==> config.mk <==
export PLATFORM = sky130hd
export DESIGN_NAME = cmp_unit_top
export DESIGN_NICKNAME = d
export VERILOG_FILES = /design/src/cmp_pkg.sv /design/src/cmp_dispatch_if.sv /design/src/cmp_unit_top.sv /design/src/br_resolve.sv /design/src/br_target.sv /design/src/cmp_eval.sv /design/src/cmp_rs.sv
export VERILOG_INCLUDE_DIRS = /design/src
export SDC_FILE = /design/constraint.sdc
export NUM_CORES = 1
export LEC_CHECK = 0
export BUFFER_PORTS_ARGS = -buffer_cell sky130_fd_sc_hd__buf_2
export CORE_ASPECT_RATIO = 2
export CORE_MARGIN = 3
export CORE_UTILIZATION = 45
export DETAILED_ROUTE_END_ITERATION = 8
export PLACE_DENSITY_LB_ADDON = 0.3
export SYNTH_ARGS = -nofsm -noshare
export SYNTH_HDL_FRONTEND = slang
export SYNTH_SLANG_ARGS = --single-unit
==> constraint.sdc <==
create_clock -name clk -period 10 [get_ports clk]
set_input_delay 1 -clock clk [delete_from_list [all_inputs] [get_ports clk]]
set_output_delay 1 -clock clk [all_outputs]
set_load 0.005 [all_outputs]
==> src/cmp_consts.svh <==
`ifndef CMP_CONSTS_SVH
`define CMP_CONSTS_SVH

// data and pc width
`define CMP_XLEN 32

// rob tag width, tag zero means operand already valid
`define CMP_TAG_W 4

// compare funct3 width
`define CMP_FUNCT3_W 3

// station depth and slot index width
`define CMP_RS_SIZE 4
`define CMP_SLOT_W 2

`endif
==> src/cmp_pkg.sv <==
`include "cmp_consts.svh"

package cmp_pkg;

    // data or pc word
    typedef logic [`CMP_XLEN-1:0] word_t;

    // rob tag
    typedef logic [`CMP_TAG_W-1:0] rob_tag_t;

    // funct3 of the compare
    typedef logic [`CMP_FUNCT3_W-1:0] cmp_op_t;

    // ISSUED is the first cycle after allocation
    typedef enum logic [1:0] {FREE, WAITING, READY, ISSUED} slot_state_t;

    // rv32i funct3 encodings, branch and slt/sltu share the field
    localparam cmp_op_t F3_BEQ  = 3'b000;
    localparam cmp_op_t F3_BNE  = 3'b001;
    localparam cmp_op_t F3_SLT  = 3'b010;
    localparam cmp_op_t F3_SLTU = 3'b011;
    localparam cmp_op_t F3_BLT  = 3'b100;
    localparam cmp_op_t F3_BGE  = 3'b101;
    localparam cmp_op_t F3_BLTU = 3'b110;
    localparam cmp_op_t F3_BGEU = 3'b111;

endpackage : cmp_pkg

==> src/cmp_dispatch_if.sv <==
`timescale 1ns/10ps

interface cmp_dispatch_if
    import cmp_pkg::*;
();

    // one dispatched entry, registered in the station
    logic     valid;
    cmp_op_t  op;
    logic     is_br;
    // operand values, j then k
    word_t    a;
    word_t    b;
    word_t    pc;
    word_t    imm;
    // destination rob tag
    rob_tag_t tag;

    // station side
    modport src (output valid, op, is_br, a, b, pc, imm, tag);

    // comparator and target units
    modport sink (input valid, op, is_br, a, b, pc, imm, tag);

endinterface : cmp_dispatch_if

==> src/cmp_unit_top.sv <==
`timescale 1ns/10ps
`include "cmp_consts.svh"

module cmp_unit_top
    import cmp_pkg::*;
(
    input  logic     clk,
    input  logic     reset_i,
    input  logic     flush_i,
    // wishbone classic issue port
    input  logic     wb_cyc_i,
    input  logic     wb_stb_i,
    input  logic     wb_we_i,
    output logic     wb_ack_o,
    input  cmp_op_t  iss_op_i,
    input  logic     iss_is_br_i,
    input  word_t    iss_vj_i,
    input  rob_tag_t iss_qj_i,
    input  word_t    iss_vk_i,
    input  rob_tag_t iss_qk_i,
    input  word_t    iss_pc_i,
    input  word_t    iss_imm_i,
    input  rob_tag_t iss_tag_i,
    // cdb in
    input  logic     cdb_valid_i,
    input  rob_tag_t cdb_tag_i,
    input  word_t    cdb_value_i,
    // cdb out, rebroadcast outside
    output logic     cdb_out_valid_o,
    output rob_tag_t cdb_out_tag_o,
    output word_t    cdb_out_value_o,
    // redirect
    output logic     redirect_valid_o,
    output logic     taken_o,
    output word_t    next_pc_o
);

    // comparator result
    logic     ev_valid;
    logic     ev_is_br;
    logic     ev_bit;
    rob_tag_t ev_tag;

    // target result
    logic     bt_valid;
    word_t    bt_taken_pc;
    word_t    bt_fall_pc;

    cmp_dispatch_if u_disp ();

    cmp_rs u_rs (.*, .disp(u_disp.src));

    cmp_eval u_eval (
        .clk, .reset_i, .flush_i, .disp(u_disp.sink),
        .ev_valid_o(ev_valid), .ev_is_br_o(ev_is_br), .ev_bit_o(ev_bit), .ev_tag_o(ev_tag)
    );

    br_target u_target (
        .clk, .reset_i, .flush_i, .disp(u_disp.sink),
        .bt_valid_o(bt_valid), .bt_taken_pc_o(bt_taken_pc), .bt_fall_pc_o(bt_fall_pc)
    );

    br_resolve u_resolve (
        .clk, .reset_i, .flush_i,
        .ev_valid_i(ev_valid), .ev_is_br_i(ev_is_br), .ev_bit_i(ev_bit), .ev_tag_i(ev_tag),
        .bt_valid_i(bt_valid), .bt_taken_pc_i(bt_taken_pc), .bt_fall_pc_i(bt_fall_pc),
        .cdb_out_valid_o, .cdb_out_tag_o, .cdb_out_value_o,
        .redirect_valid_o, .taken_o, .next_pc_o
    );

endmodule : cmp_unit_top

==> src/br_resolve.sv <==
`timescale 1ns/10ps
`include "cmp_consts.svh"

module br_resolve
    import cmp_pkg::*;
(
    input  logic     clk,
    input  logic     reset_i,
    input  logic     flush_i,
    // from comparator
    input  logic     ev_valid_i,
    input  logic     ev_is_br_i,
    input  logic     ev_bit_i,
    input  rob_tag_t ev_tag_i,
    // from target calculator
    input  logic     bt_valid_i,
    input  word_t    bt_taken_pc_i,
    input  word_t    bt_fall_pc_i,
    // cdb write
    output logic     cdb_out_valid_o,
    output rob_tag_t cdb_out_tag_o,
    output word_t    cdb_out_value_o,
    // fetch redirect
    output logic     redirect_valid_o,
    output logic     taken_o,
    output word_t    next_pc_o
);

    word_t res_value;

    // slt/sltu write the bit, branches write zero as a completion mark
    assign res_value = ev_is_br_i ? '0 : word_t'(ev_bit_i);

    always_ff @(posedge clk) begin
        if (reset_i || flush_i) begin
            cdb_out_valid_o  <= 1'b0;
            redirect_valid_o <= 1'b0;
        end else begin
            cdb_out_valid_o  <= ev_valid_i;
            redirect_valid_o <= ev_valid_i && ev_is_br_i;
        end
    end

    // payload only, qualified by the valids above
    always_ff @(posedge clk) begin
        cdb_out_tag_o   <= ev_tag_i;
        cdb_out_value_o <= res_value;
        taken_o         <= ev_bit_i;
        // compare bit picks the target
        next_pc_o       <= ev_bit_i ? bt_taken_pc_i : bt_fall_pc_i;
    end

    // both units see the same dispatch, so their stages must stay aligned
    a_units_aligned: assert property (@(posedge clk) disable iff (reset_i)
        ev_valid_i == bt_valid_i);

endmodule : br_resolve

==> src/br_target.sv <==
`timescale 1ns/10ps
`include "cmp_consts.svh"

module br_target
    import cmp_pkg::*;
(
    input  logic  clk,
    input  logic  reset_i,
    input  logic  flush_i,
    cmp_dispatch_if.sink disp,
    output logic  bt_valid_o,
    output word_t bt_taken_pc_o,
    output word_t bt_fall_pc_o
);

    // rv32i instruction size, no compressed
    localparam word_t INSN_BYTES = word_t'(4);

    word_t taken_pc;
    word_t fall_pc;

    // both targets every dispatch, resolve picks one later
    assign taken_pc = disp.pc + disp.imm;
    assign fall_pc  = disp.pc + INSN_BYTES;

    // valid tracks cmp_eval stage for stage
    always_ff @(posedge clk) begin
        if (reset_i || flush_i) begin
            bt_valid_o <= 1'b0;
        end else begin
            bt_valid_o <= disp.valid;
        end
    end

    // slt/sltu also compute targets, ignored downstream
    always_ff @(posedge clk) begin
        bt_taken_pc_o <= taken_pc;
        bt_fall_pc_o  <= fall_pc;
    end

endmodule : br_target

==> src/cmp_eval.sv <==
`timescale 1ns/10ps
`include "cmp_consts.svh"

module cmp_eval
    import cmp_pkg::*;
(
    input  logic     clk,
    input  logic     reset_i,
    input  logic     flush_i,
    cmp_dispatch_if.sink disp,
    output logic     ev_valid_o,
    output logic     ev_is_br_o,
    output logic     ev_bit_o,
    output rob_tag_t ev_tag_o
);

    logic eq;
    logic lt_s;
    logic lt_u;
    logic cmp_bit;

    // one shared equality and two less-than compares
    always_comb begin
        eq   = (disp.a == disp.b);
        lt_s = ($signed(disp.a) < $signed(disp.b));
        lt_u = (disp.a < disp.b);
        // bne, bge, bgeu invert their base compare
        case (disp.op)
            F3_BEQ:         cmp_bit = eq;
            F3_BNE:         cmp_bit = !eq;
            F3_BLT, F3_SLT:   cmp_bit = lt_s;
            F3_BGE:         cmp_bit = !lt_s;
            F3_BLTU, F3_SLTU: cmp_bit = lt_u;
            F3_BGEU:        cmp_bit = !lt_u;
            default:        cmp_bit = eq;
        endcase
    end

    always_ff @(posedge clk) begin
        if (reset_i || flush_i) begin
            ev_valid_o <= 1'b0;
        end else begin
            ev_valid_o <= disp.valid;
        end
    end

    // result payload, qualified by ev_valid_o
    always_ff @(posedge clk) begin
        ev_bit_o   <= cmp_bit;
        ev_is_br_o <= disp.is_br;
        ev_tag_o   <= disp.tag;
    end

endmodule : cmp_eval

==> src/cmp_rs.sv <==
`timescale 1ns/10ps
`include "cmp_consts.svh"

module cmp_rs
    import cmp_pkg::*;
(
    input  logic     clk,
    input  logic     reset_i,
    input  logic     flush_i,
    // wishbone classic issue slave
    input  logic     wb_cyc_i,
    input  logic     wb_stb_i,
    input  logic     wb_we_i,
    output logic     wb_ack_o,
    input  cmp_op_t  iss_op_i,
    input  logic     iss_is_br_i,
    input  word_t    iss_vj_i,
    input  word_t    iss_vk_i,
    input  word_t    iss_pc_i,
    input  word_t    iss_imm_i,
    input  rob_tag_t iss_qj_i,
    input  rob_tag_t iss_qk_i,
    input  rob_tag_t iss_tag_i,
    // cdb broadcast
    input  logic     cdb_valid_i,
    input  rob_tag_t cdb_tag_i,
    input  word_t    cdb_value_i,
    cmp_dispatch_if.src disp
);

    localparam int RS_SIZE = `CMP_RS_SIZE;
    localparam int SLOT_W  = `CMP_SLOT_W;

    // slot control
    slot_state_t state_q [RS_SIZE];

    // slot payload
    word_t    vj_q     [RS_SIZE];
    word_t    vk_q     [RS_SIZE];
    rob_tag_t qj_q     [RS_SIZE];
    rob_tag_t qk_q     [RS_SIZE];
    logic     vj_ok_q  [RS_SIZE];
    logic     vk_ok_q  [RS_SIZE];
    cmp_op_t  op_q     [RS_SIZE];
    logic     is_br_q  [RS_SIZE];
    word_t    pc_q     [RS_SIZE];
    word_t    imm_q    [RS_SIZE];
    rob_tag_t tag_q    [RS_SIZE];

    logic [RS_SIZE-1:0] free_vec;
    logic [RS_SIZE-1:0] ready_vec;
    logic [SLOT_W-1:0]  alloc_idx;
    logic [SLOT_W-1:0]  disp_idx;
    logic [SLOT_W-1:0]  disp_slot_q;
    logic               any_free;
    logic               any_ready;
    logic               issue_go;

    // issue operands, possibly bypassed from a same-cycle broadcast
    logic  j_from_cdb;
    logic  k_from_cdb;
    logic  iss_j_ok;
    logic  iss_k_ok;
    word_t iss_j_val;
    word_t iss_k_val;

    // lowest free slot for allocation, lowest ready slot for dispatch
    always_comb begin
        alloc_idx = '0;
        disp_idx  = '0;
        for (int i = RS_SIZE - 1; i >= 0; i--) begin
            free_vec[i]  = (state_q[i] == FREE);
            ready_vec[i] = (state_q[i] == READY);
            if (free_vec[i]) begin
                alloc_idx = SLOT_W'(i);
            end
            if (ready_vec[i]) begin
                disp_idx = SLOT_W'(i);
            end
        end
        any_free  = |free_vec;
        any_ready = |ready_vec;
    end

    // ack guard keeps a held strobe from issuing twice
    assign issue_go = wb_cyc_i && wb_stb_i && wb_we_i && !wb_ack_o && any_free;

    assign j_from_cdb = cdb_valid_i && (cdb_tag_i == iss_qj_i);
    assign k_from_cdb = cdb_valid_i && (cdb_tag_i == iss_qk_i);
    assign iss_j_ok   = (iss_qj_i == '0) || j_from_cdb;
    assign iss_k_ok   = (iss_qk_i == '0) || k_from_cdb;
    assign iss_j_val  = (iss_qj_i == '0) ? iss_vj_i : cdb_value_i;
    assign iss_k_val  = (iss_qk_i == '0) ? iss_vk_i : cdb_value_i;

    // ack, slot states and dispatch valid
    always_ff @(posedge clk) begin
        if (reset_i || flush_i) begin
            wb_ack_o   <= 1'b0;
            disp.valid <= 1'b0;
            for (int i = 0; i < RS_SIZE; i++) begin
                state_q[i] <= FREE;
            end
        end else begin
            wb_ack_o   <= issue_go;
            disp.valid <= any_ready;
            for (int i = 0; i < RS_SIZE; i++) begin
                case (state_q[i])
                    FREE: begin
                        if (issue_go && alloc_idx == SLOT_W'(i)) begin
                            state_q[i] <= ISSUED;
                        end
                    end
                    // promote once both operand flags are set
                    ISSUED, WAITING: begin
                        state_q[i] <= (vj_ok_q[i] && vk_ok_q[i]) ? READY : WAITING;
                    end
                    READY: begin
                        if (disp_idx == SLOT_W'(i)) begin
                            state_q[i] <= FREE;
                        end
                    end
                    default: state_q[i] <= FREE;
                endcase
            end
        end
    end

    // slot write on issue, cdb capture and dispatch bundle
    always_ff @(posedge clk) begin
        for (int i = 0; i < RS_SIZE; i++) begin
            if (issue_go && alloc_idx == SLOT_W'(i)) begin
                vj_q[i]    <= iss_j_val;
                vk_q[i]    <= iss_k_val;
                qj_q[i]    <= iss_qj_i;
                qk_q[i]    <= iss_qk_i;
                vj_ok_q[i] <= iss_j_ok;
                vk_ok_q[i] <= iss_k_ok;
                op_q[i]    <= iss_op_i;
                is_br_q[i] <= iss_is_br_i;
                pc_q[i]    <= iss_pc_i;
                imm_q[i]   <= iss_imm_i;
                tag_q[i]   <= iss_tag_i;
            end else if (state_q[i] != FREE) begin
                // snoop the broadcast for missing operands
                if (!vj_ok_q[i] && cdb_valid_i && cdb_tag_i == qj_q[i]) begin
                    vj_q[i]    <= cdb_value_i;
                    vj_ok_q[i] <= 1'b1;
                end
                if (!vk_ok_q[i] && cdb_valid_i && cdb_tag_i == qk_q[i]) begin
                    vk_q[i]    <= cdb_value_i;
                    vk_ok_q[i] <= 1'b1;
                end
            end
        end
        if (any_ready) begin
            disp.op     <= op_q[disp_idx];
            disp.is_br  <= is_br_q[disp_idx];
            disp.a      <= vj_q[disp_idx];
            disp.b      <= vk_q[disp_idx];
            disp.pc     <= pc_q[disp_idx];
            disp.imm    <= imm_q[disp_idx];
            disp.tag    <= tag_q[disp_idx];
            disp_slot_q <= disp_idx;
        end
    end

    // each ack matches a slot that was FREE and now holds the new entry
    a_no_ack_when_full: assert property (@(posedge clk) disable iff (reset_i)
        $rose(wb_ack_o) |-> $past(state_q[alloc_idx] == FREE)
                            && (state_q[$past(alloc_idx)] == ISSUED));

    // dispatched slot was ready one edge earlier and has been released
    a_disp_from_ready: assert property (@(posedge clk) disable iff (reset_i || flush_i)
        disp.valid |-> (($past(ready_vec) & (RS_SIZE'(1) << disp_slot_q)) != '0)
                       && (state_q[disp_slot_q] == FREE));

endmodule : cmp_rs

==> results of run 1 <==
==> worst max-delay path, delay by kind of cell (launching register included) <==
kind                   cells  cell delay, ns
buffers and inverters      3            1.69
AO/OA/AOI/OAI              2            0.30
multiplexers               1            0.28
flip-flops                 1            0.52
AND/OR/NAND/NOR            2            0.30
==> where the power goes <==
group | internal, mW | switching [mW] | leakage [nW]
Combinational | 0.517 | 0.678 | 4.80
Sequential | 4.18 | 0.116 | 7.65
Clock | 1.66 | 1.26 | 1.20
Total | 6.37 | 2.06 | 13.6
==> registers in the layout, summed over array words and instances (netlist names), 8 cells and up <==
register                flops
u_target.bt_taken_pc_o     32
u_resolve.next_pc_o        32
u_rs.vj_q                 128
u_rs.disp.pc               32
u_rs.tag_q                 16
u_rs.qj_q                  16
u_rs.disp.a                32
u_rs.pc_q                 128
u_rs.imm_q                128
u_rs.vk_q                 128
u_rs.qk_q                  16
u_rs.disp.imm              32
u_target.bt_fall_pc_o      32
u_rs.state_q                8
u_rs.disp.b                32
u_rs.op_q                  12
==> final timing paths <==
kind | start | end | slack (ns) | cells after the start
worst max-delay path | u_rs.state_q[2][0] | u_rs.disp.a[19] | 6.54 | 8
worst min-delay path | u_eval.ev_tag_o[3] | u_resolve.cdb_out_tag_o[3] | 0.33 | 0
worst max register to register | u_rs.state_q[2][0] | u_rs.disp.a[19] | 6.54 | 8
worst min register to register | u_eval.ev_tag_o[3] | u_resolve.cdb_out_tag_o[3] | 0.33 | 0
==> layout make-up <==
cell class	instances	area, µm²	share of cell area (%)
well taps	1015	1270	3.20
inverters	51	195	0.492
multi-input cells	1240	10200	25.6
repair buffers	260	1380	3.49
flip-flops and latches	841	24100	60.8
clock inverters	34	383	0.966
clock buffers	101	2100	5.30
diodes	20	50.0	0.126
==> layout by cell type, fill, tap and decap left out, types with 6 or more instances in the layout <==
cell / Yosys / layout
xnor2_1: 74 / 74
nor2_1: 34 / 29
bufinv_16: 0 / 7
and3_1: 10 / 10
clkinv_1: 0 / 7
a31oi_1: 7 / 7
mux2_1: 11 / 11
a22oi_1: 137 / 137
nand2b_1: 8 / 8
ha_1: 64 / 64
nand3_1: 27 / 27
dfxtp_1: 115 / 115
a21oi_1: 56 / 55
a21o_1: 12 / 12
inv_1: 51 / 49
o21a_1: 6 / 6
clkinv_2: 0 / 11
buf_2: 42 / 227
o21ai_0: 159 / 159
nand4_1: 23 / 23
nor3_1: 15 / 15
xor2_1: 21 / 21
nand2_1: 48 / 47
diode_2: 0 / 20
mux2i_1: 138 / 138
clkbuf_1: 60 / 18
clkbuf_16: 0 / 79
buf_4: 31 / 33
edfxtp_1: 726 / 726
mux2_2: 278 / 278
nor2b_1: 6 / 6
a211oi_1: 6 / 6
or3_1: 8 / 8
conb_1: 1 / 31
==> metal layers <==
layer  routed length [µm]  vias up
met4                 2600       28
met5                  167        -
met3                 5340      182
li1                     -     9067
met1                30600     9902
met2                46100      610
==> logic make-up (layout without fill, tap and decap cells) <==
logic type	count (synthesis)	count (layout)
buffers and inverters	185	446
adder cells (fa/ha/maj)	66	66
other	1	51
XOR/XNOR	95	95
flip-flops	841	841
AO/OA/AOI/OAI	413	413
multiplexers	427	427
AND/OR/NAND/NOR	208	208
==> per-stage QoR <==
step	hold WS, ns	cell area [µm²]
after floorplan	0.310	35100
after global placement	0.319	37100
after detailed placement	0.317	37100
after CTS	0.330	39600
after global routing	0.335	39600
final	0.327	39600
==> results.toml, run 1 <==
[status]
status = "complete, no violations"

[power]
ir_worst_vdd_mv = 0.159
leakagePower_nw = 13.6
design_power_total_mw = 8.42
power.density_mw_per_mm2 = 212

[timing]
final.setup.worst_slack_ns = 6.54
finalCritPeriodShare_pct = 34.6
finalSetupViolCount = 0
rsz0062_at_grt = "no"
slew_headroom_pct = 28.1
hold_viol_final = 0
clock.fmax_mhz = 289
skew_ns = 0.0250
slew_viol_final = 0
worst_slew_pin_slew_ns = 1.08
min_period_ns = 3.46
tns_ns = 0

[synth]
synth_fa_ha_area_share_pct = 2.38
yosys.area_share.simple_pct = 3.08
synth_ff_type = "edfxtp_1"
yosys.cell_count.top_type = "edfxtp_1"
synth_xor_xnor_area_share_pct = 2.38
synth-compound-area-share_pct = 7.45
synth_edf_count = 726
yosysUniqueCellTypes = 61
muxShareOfSynthArea_pct = 13.3
async_reset_ff_share_pct = 0
yosys.area.top_type = "edfxtp_1"
synth-seq-cells = 841
synth_area_leaders = "edfxtp_1 62%, mux2_2 9.0%, dfxtp_1 6.6%"
syn_area_mm2 = 0.0349
synth_top_area_share_pct = 62.4
syn_avg_cell_area_um2 = 15.6
synth_warnings = 0
syn_inst = 2236
ys_seq_area_share_pct = 69.0
ys_top_cells_by_count = "726 x edfxtp_1, 278 x mux2_2, 159 x o21ai_0, 138 x mux2i_1, 137 x a22oi_1"
synth_top_family_by_area = "multiplexers"

[floorplan]
initial_utilization_pct = 45.7
io-pin-count = 259
core_region_area_mm2 = 0.0764
die_w_um = 203
dieArea_mm2 = 0.0812
die_h_um = 400
rows = 143

[global_routing]
grt_pass1_vias = 20900
use_met2_pct = 39.3
grt-ovfl-total = 0
grt-busiest-layer = "met2"
grt_pass1_wl_um = 126000
antenna_found_initial = 38
grt_max_degree = 72
grtUsageMet3_pct = 5.07
grt.total_usage_pct = 20.6
met1_usage_pct = 21.9

[routing]
drcViolationCount = 0
wl_um = 84800
first_pass_iters = 5
viasPerCell = 5.56
drt_iter0_drc = 1213
wire_per_inst_um = 23.8
drtAntennaViolNets = 0
vias = 19800

[worst_setup_path]
required_ns = 10.35
crit_fanout = 48
cp-start-kind = "flip-flop"
crit_arrival_ns = 3.82
crit_type = "reg2reg"
cp-end-kind = "flip-flop"
cpPeakStageDelay_ns = 0.80
path_cells = "inv_1, nand2_1, nand2_1, a21oi_4, buf_4, buf_4, mux2i_1, o21ai_0"
cp_slowest_cell = "buf_4"

[placed_design]
dp_hpwl_um = 52400
place_ws_ns = 6.05
port_buffers = 227
gp_congestion = 0.918
dp_cells = 3407

[finish]
nets = 2722
fin_cells = 3562
fillers = 6342
finish.utilization_pct = 51.9
area_growth_pct = 13.5
drive_gt1_share_pct = 26.8

[clock_tree]
clk_pin_slew_ns = 0.06
cts_tree = "done"
clockRootBuffer = "clkbuf_16"
ctsHoldBuffers = 0
cts_resized = 0
numClockSinks = 841
cts.path.max_buffers = 3
clk-insertion-delay-late_ns = 0.65
cts_made_buffers = 76
htreeDepth = 3
cts_setup_buffers = 0

[flow_run]
max-cap-violations = 0

[min_path]
hold_class = "reg2reg"
No activity file was read; power rests on OpenSTA's default activity.
==> run 2: changes to the inputs <==
ABC_AREA = 1   (was default)
clock period = 2.92 ns   (was 10 ns; I/O delays follow)
==> run 2 against run 1 <==
Routed wire length up 16%. Non-clock buffer count increased by 125. Utilization up 0.66 points. Synthesized cell count up 46%. Worst hold slack worse by 0.31 ns. Clock skew about the same. Cell area is 6.5% higher. Sequential share of layout area decreased by 3.7 points. Combinational power rose to 4.8 times the previous value. Via count grew 29%. First-iteration DRC count grew 45%. Die area up 4.2%.
==> results.toml, run 2 <==
[timing]
slew_headroom_pct = 24.0
hold_slack_ns = 0.0211
min_period_ns = 2.68
finalCritPeriodShare_pct = 91.9
worst_slew_pin_slew_ns = 1.14
slew_viol_final = 0
hold_viol_final = 0
clock.fmax_mhz = 373
rsz0062_at_grt = "no"
skew_ns = 0.0250
final.setup.worst_slack_ns = 0.236
finalSetupViolCount = 0

[placed_design]
dp_hpwl_um = 64500
port_buffers = 227
dp_cells = 4423
gp_congestion = 0.955
place_ws_ns = 0.179

[routing]
vias = 25500
drtAntennaViolNets = 0
viasPerCell = 5.50
drcViolationCount = 0
wire_per_inst_um = 21.1
wl_um = 98200
drt_iter0_drc = 1754
first_pass_iters = 5

[worst_setup_path]
cp-end-kind = "flip-flop"
crit_type = "reg2reg"
ff2ff_setup_slack_ns = 0.24
cp-start-kind = "flip-flop"
reg2reg_from = "u_rs.state_q[2][0]"
reg2regPathDepth = 10
required_ns = 3.27
crit_arrival_ns = 3.03
crit_fanout = 45
reg2reg_to = "u_rs.disp.pc[17]"
worstSetupStartpoint = "u_rs.state_q[2][0]"

[flow_run]
max-cap-violations = 0

[synth]
synth_ff_type = "edfxtp_1"
yosys.cell_count.top_type = "edfxtp_1"
synth_edf_count = 726
ys_seq_area_share_pct = 66.1
synth_area_leaders = "edfxtp_1 60%, dfxtp_1 6.3%, nand2_1 5.3%"
synth_top_area_share_pct = 59.8
async_reset_ff_share_pct = 0
synth_warnings = 0
ys_top_cells_by_count = "726 x edfxtp_1, 517 x nand2_1, 416 x nor2_1, 304 x nand3_1, 282 x o21ai_0"
syn_avg_cell_area_um2 = 11.2
yosysUniqueCellTypes = 52
yosys.area.top_type = "edfxtp_1"
syn_inst = 3264
syn_area_mm2 = 0.0365
synth-seq-cells = 841

[finish]
fin_cells = 4642
area_growth_pct = 15.9
final_common_cell = "edfxtp_1"
drive_gt1_share_pct = 12.6
nets = 3788
finish.utilization_pct = 52.6
final_cell_mix = "726 x edfxtp_1, 509 x nand2_1, 408 x nor2_1, 302 x nand3_1, 279 x o21ai_0"

[clock_tree]
cts_setup_buffers = 0
htreeDepth = 3
cts_resized = 0
clk_pin_slew_ns = 0.07
clockRootBuffer = "clkbuf_16"
cts_made_buffers = 73
cts_tree = "done"
cts.path.max_buffers = 3
numClockSinks = 841
clk-insertion-delay-late_ns = 0.65

[floorplan]
io-pin-count = 259
dieArea_mm2 = 0.0847
die_w_um = 207
rows = 147
die_h_um = 409
initial_utilization_pct = 45.4
core_region_area_mm2 = 0.0804

[min_path]
hold_class = "in2reg"
min_to = "u_rs.wb_ack_o"
min_path_cells = 3
hold_start = "wb_we_i"

[power]
power.density_mw_per_mm2 = 731
ir_worst_vdd_mv = 0.448
design_power_total_mw = 30.9
leakagePower_nw = 16.1

[global_routing]
grt_max_degree = 127
grt_pass1_vias = 25400
grt.total_usage_pct = 22.6
grt-ovfl-total = 0
grt_pass1_wl_um = 147000
antenna_found_initial = 11

[status]
status = "complete, no violations"
run 2: cell count changes in the layout (fill, tap and decap cells not counted), moves of 138 or more:
cell / change
nand3_1: +275
nor2_1: +379
nand2_1: +462
mux2i_1: -138
mux2_2: -278
run 2: per-layer routing:
| layer | track usage [%] | vias up | share of wire [%] |
|---|---|---|---|
| met5 | 0 | - | 0.0092 |
| met4 | 9.97 | 2 | 4.2 |
| met3 | 3.26 | 214 | 5.0 |
| met2 | 44.6 | 801 | 56 |
| met1 | 23.4 | 12400 | 35 |
| li1 | - | 12100 | - |
run 2: stage by stage:
stage	setup TNS [ns]	cell area [µm²]
after detailed placement	0	39000
after global placement	0	39000
after CTS	0	42200
after floorplan	-84.93	36700
after global routing	0	42200
final	0	42200
run 2: area by class of cell:
type / instances / area (µm²)
multi-input combinational: 2074 / 10900
timing repair buffer: 385 / 2860
tap: 1043 / 1310
clock inverter: 36 / 423
fill: 6987 / 38100
sequential: 841 / 24100
antenna: 8 / 20.0
clock buffer: 94 / 1980
inverter: 161 / 616
run 2: cell families after synthesis:
| logic type | share of synthesized area (%) |
|---|---|
| adders and majority gates | 2.25 |
| other | 0.0103 |
| xor gates and xnor gates | 2.07 |
| DFF | 66.1 |
| AOI/OAI and AO/OA | 9.72 |
| and+or+nand+nor | 15.2 |
| buffers and inverters | 4.66 |
run 2: how the worst max path moves through the flow:
| stage | cells past startpoint | to |
|---|---|---|
| 2_1_floorplan | 8 | u_rs.vj_ok_q[3] |
| 3_3_place_gp | 10 | u_rs.disp.pc[17] |
| 3_5_place_dp | 10 | u_rs.disp.pc[17] |
| 4_1_cts | 10 | u_rs.disp.pc[17] |
| 5_1_grt | 9 | u_rs.disp.imm[21] |
| 6_report | 10 | u_rs.disp.pc[17] |
run 2: report_power, final:
part           leakage, nW  switching (mW)  internal, mW
logic                 7.29            3.78          2.04
registers             7.64           0.599          14.5
clock network         1.16            4.34          5.60
run 2: timing repair:
item,4_1_cts,5_1_grt
endpoints found under the setup margin,0,0
hold buffers,81,0
endpoints found under the hold margin,321,0
run 2: critical path: stages, from the launching register on:
cell and delay (ns):
edfxtp_1 0.43, inv_1 0.10, nand2_1 0.11, nand3_1 0.11, nand2_1 0.12, nand2_4 0.12
inv_8 0.29, buf_12 0.24, buf_4 0.18, nor2_1 0.05, o311ai_1 0.62
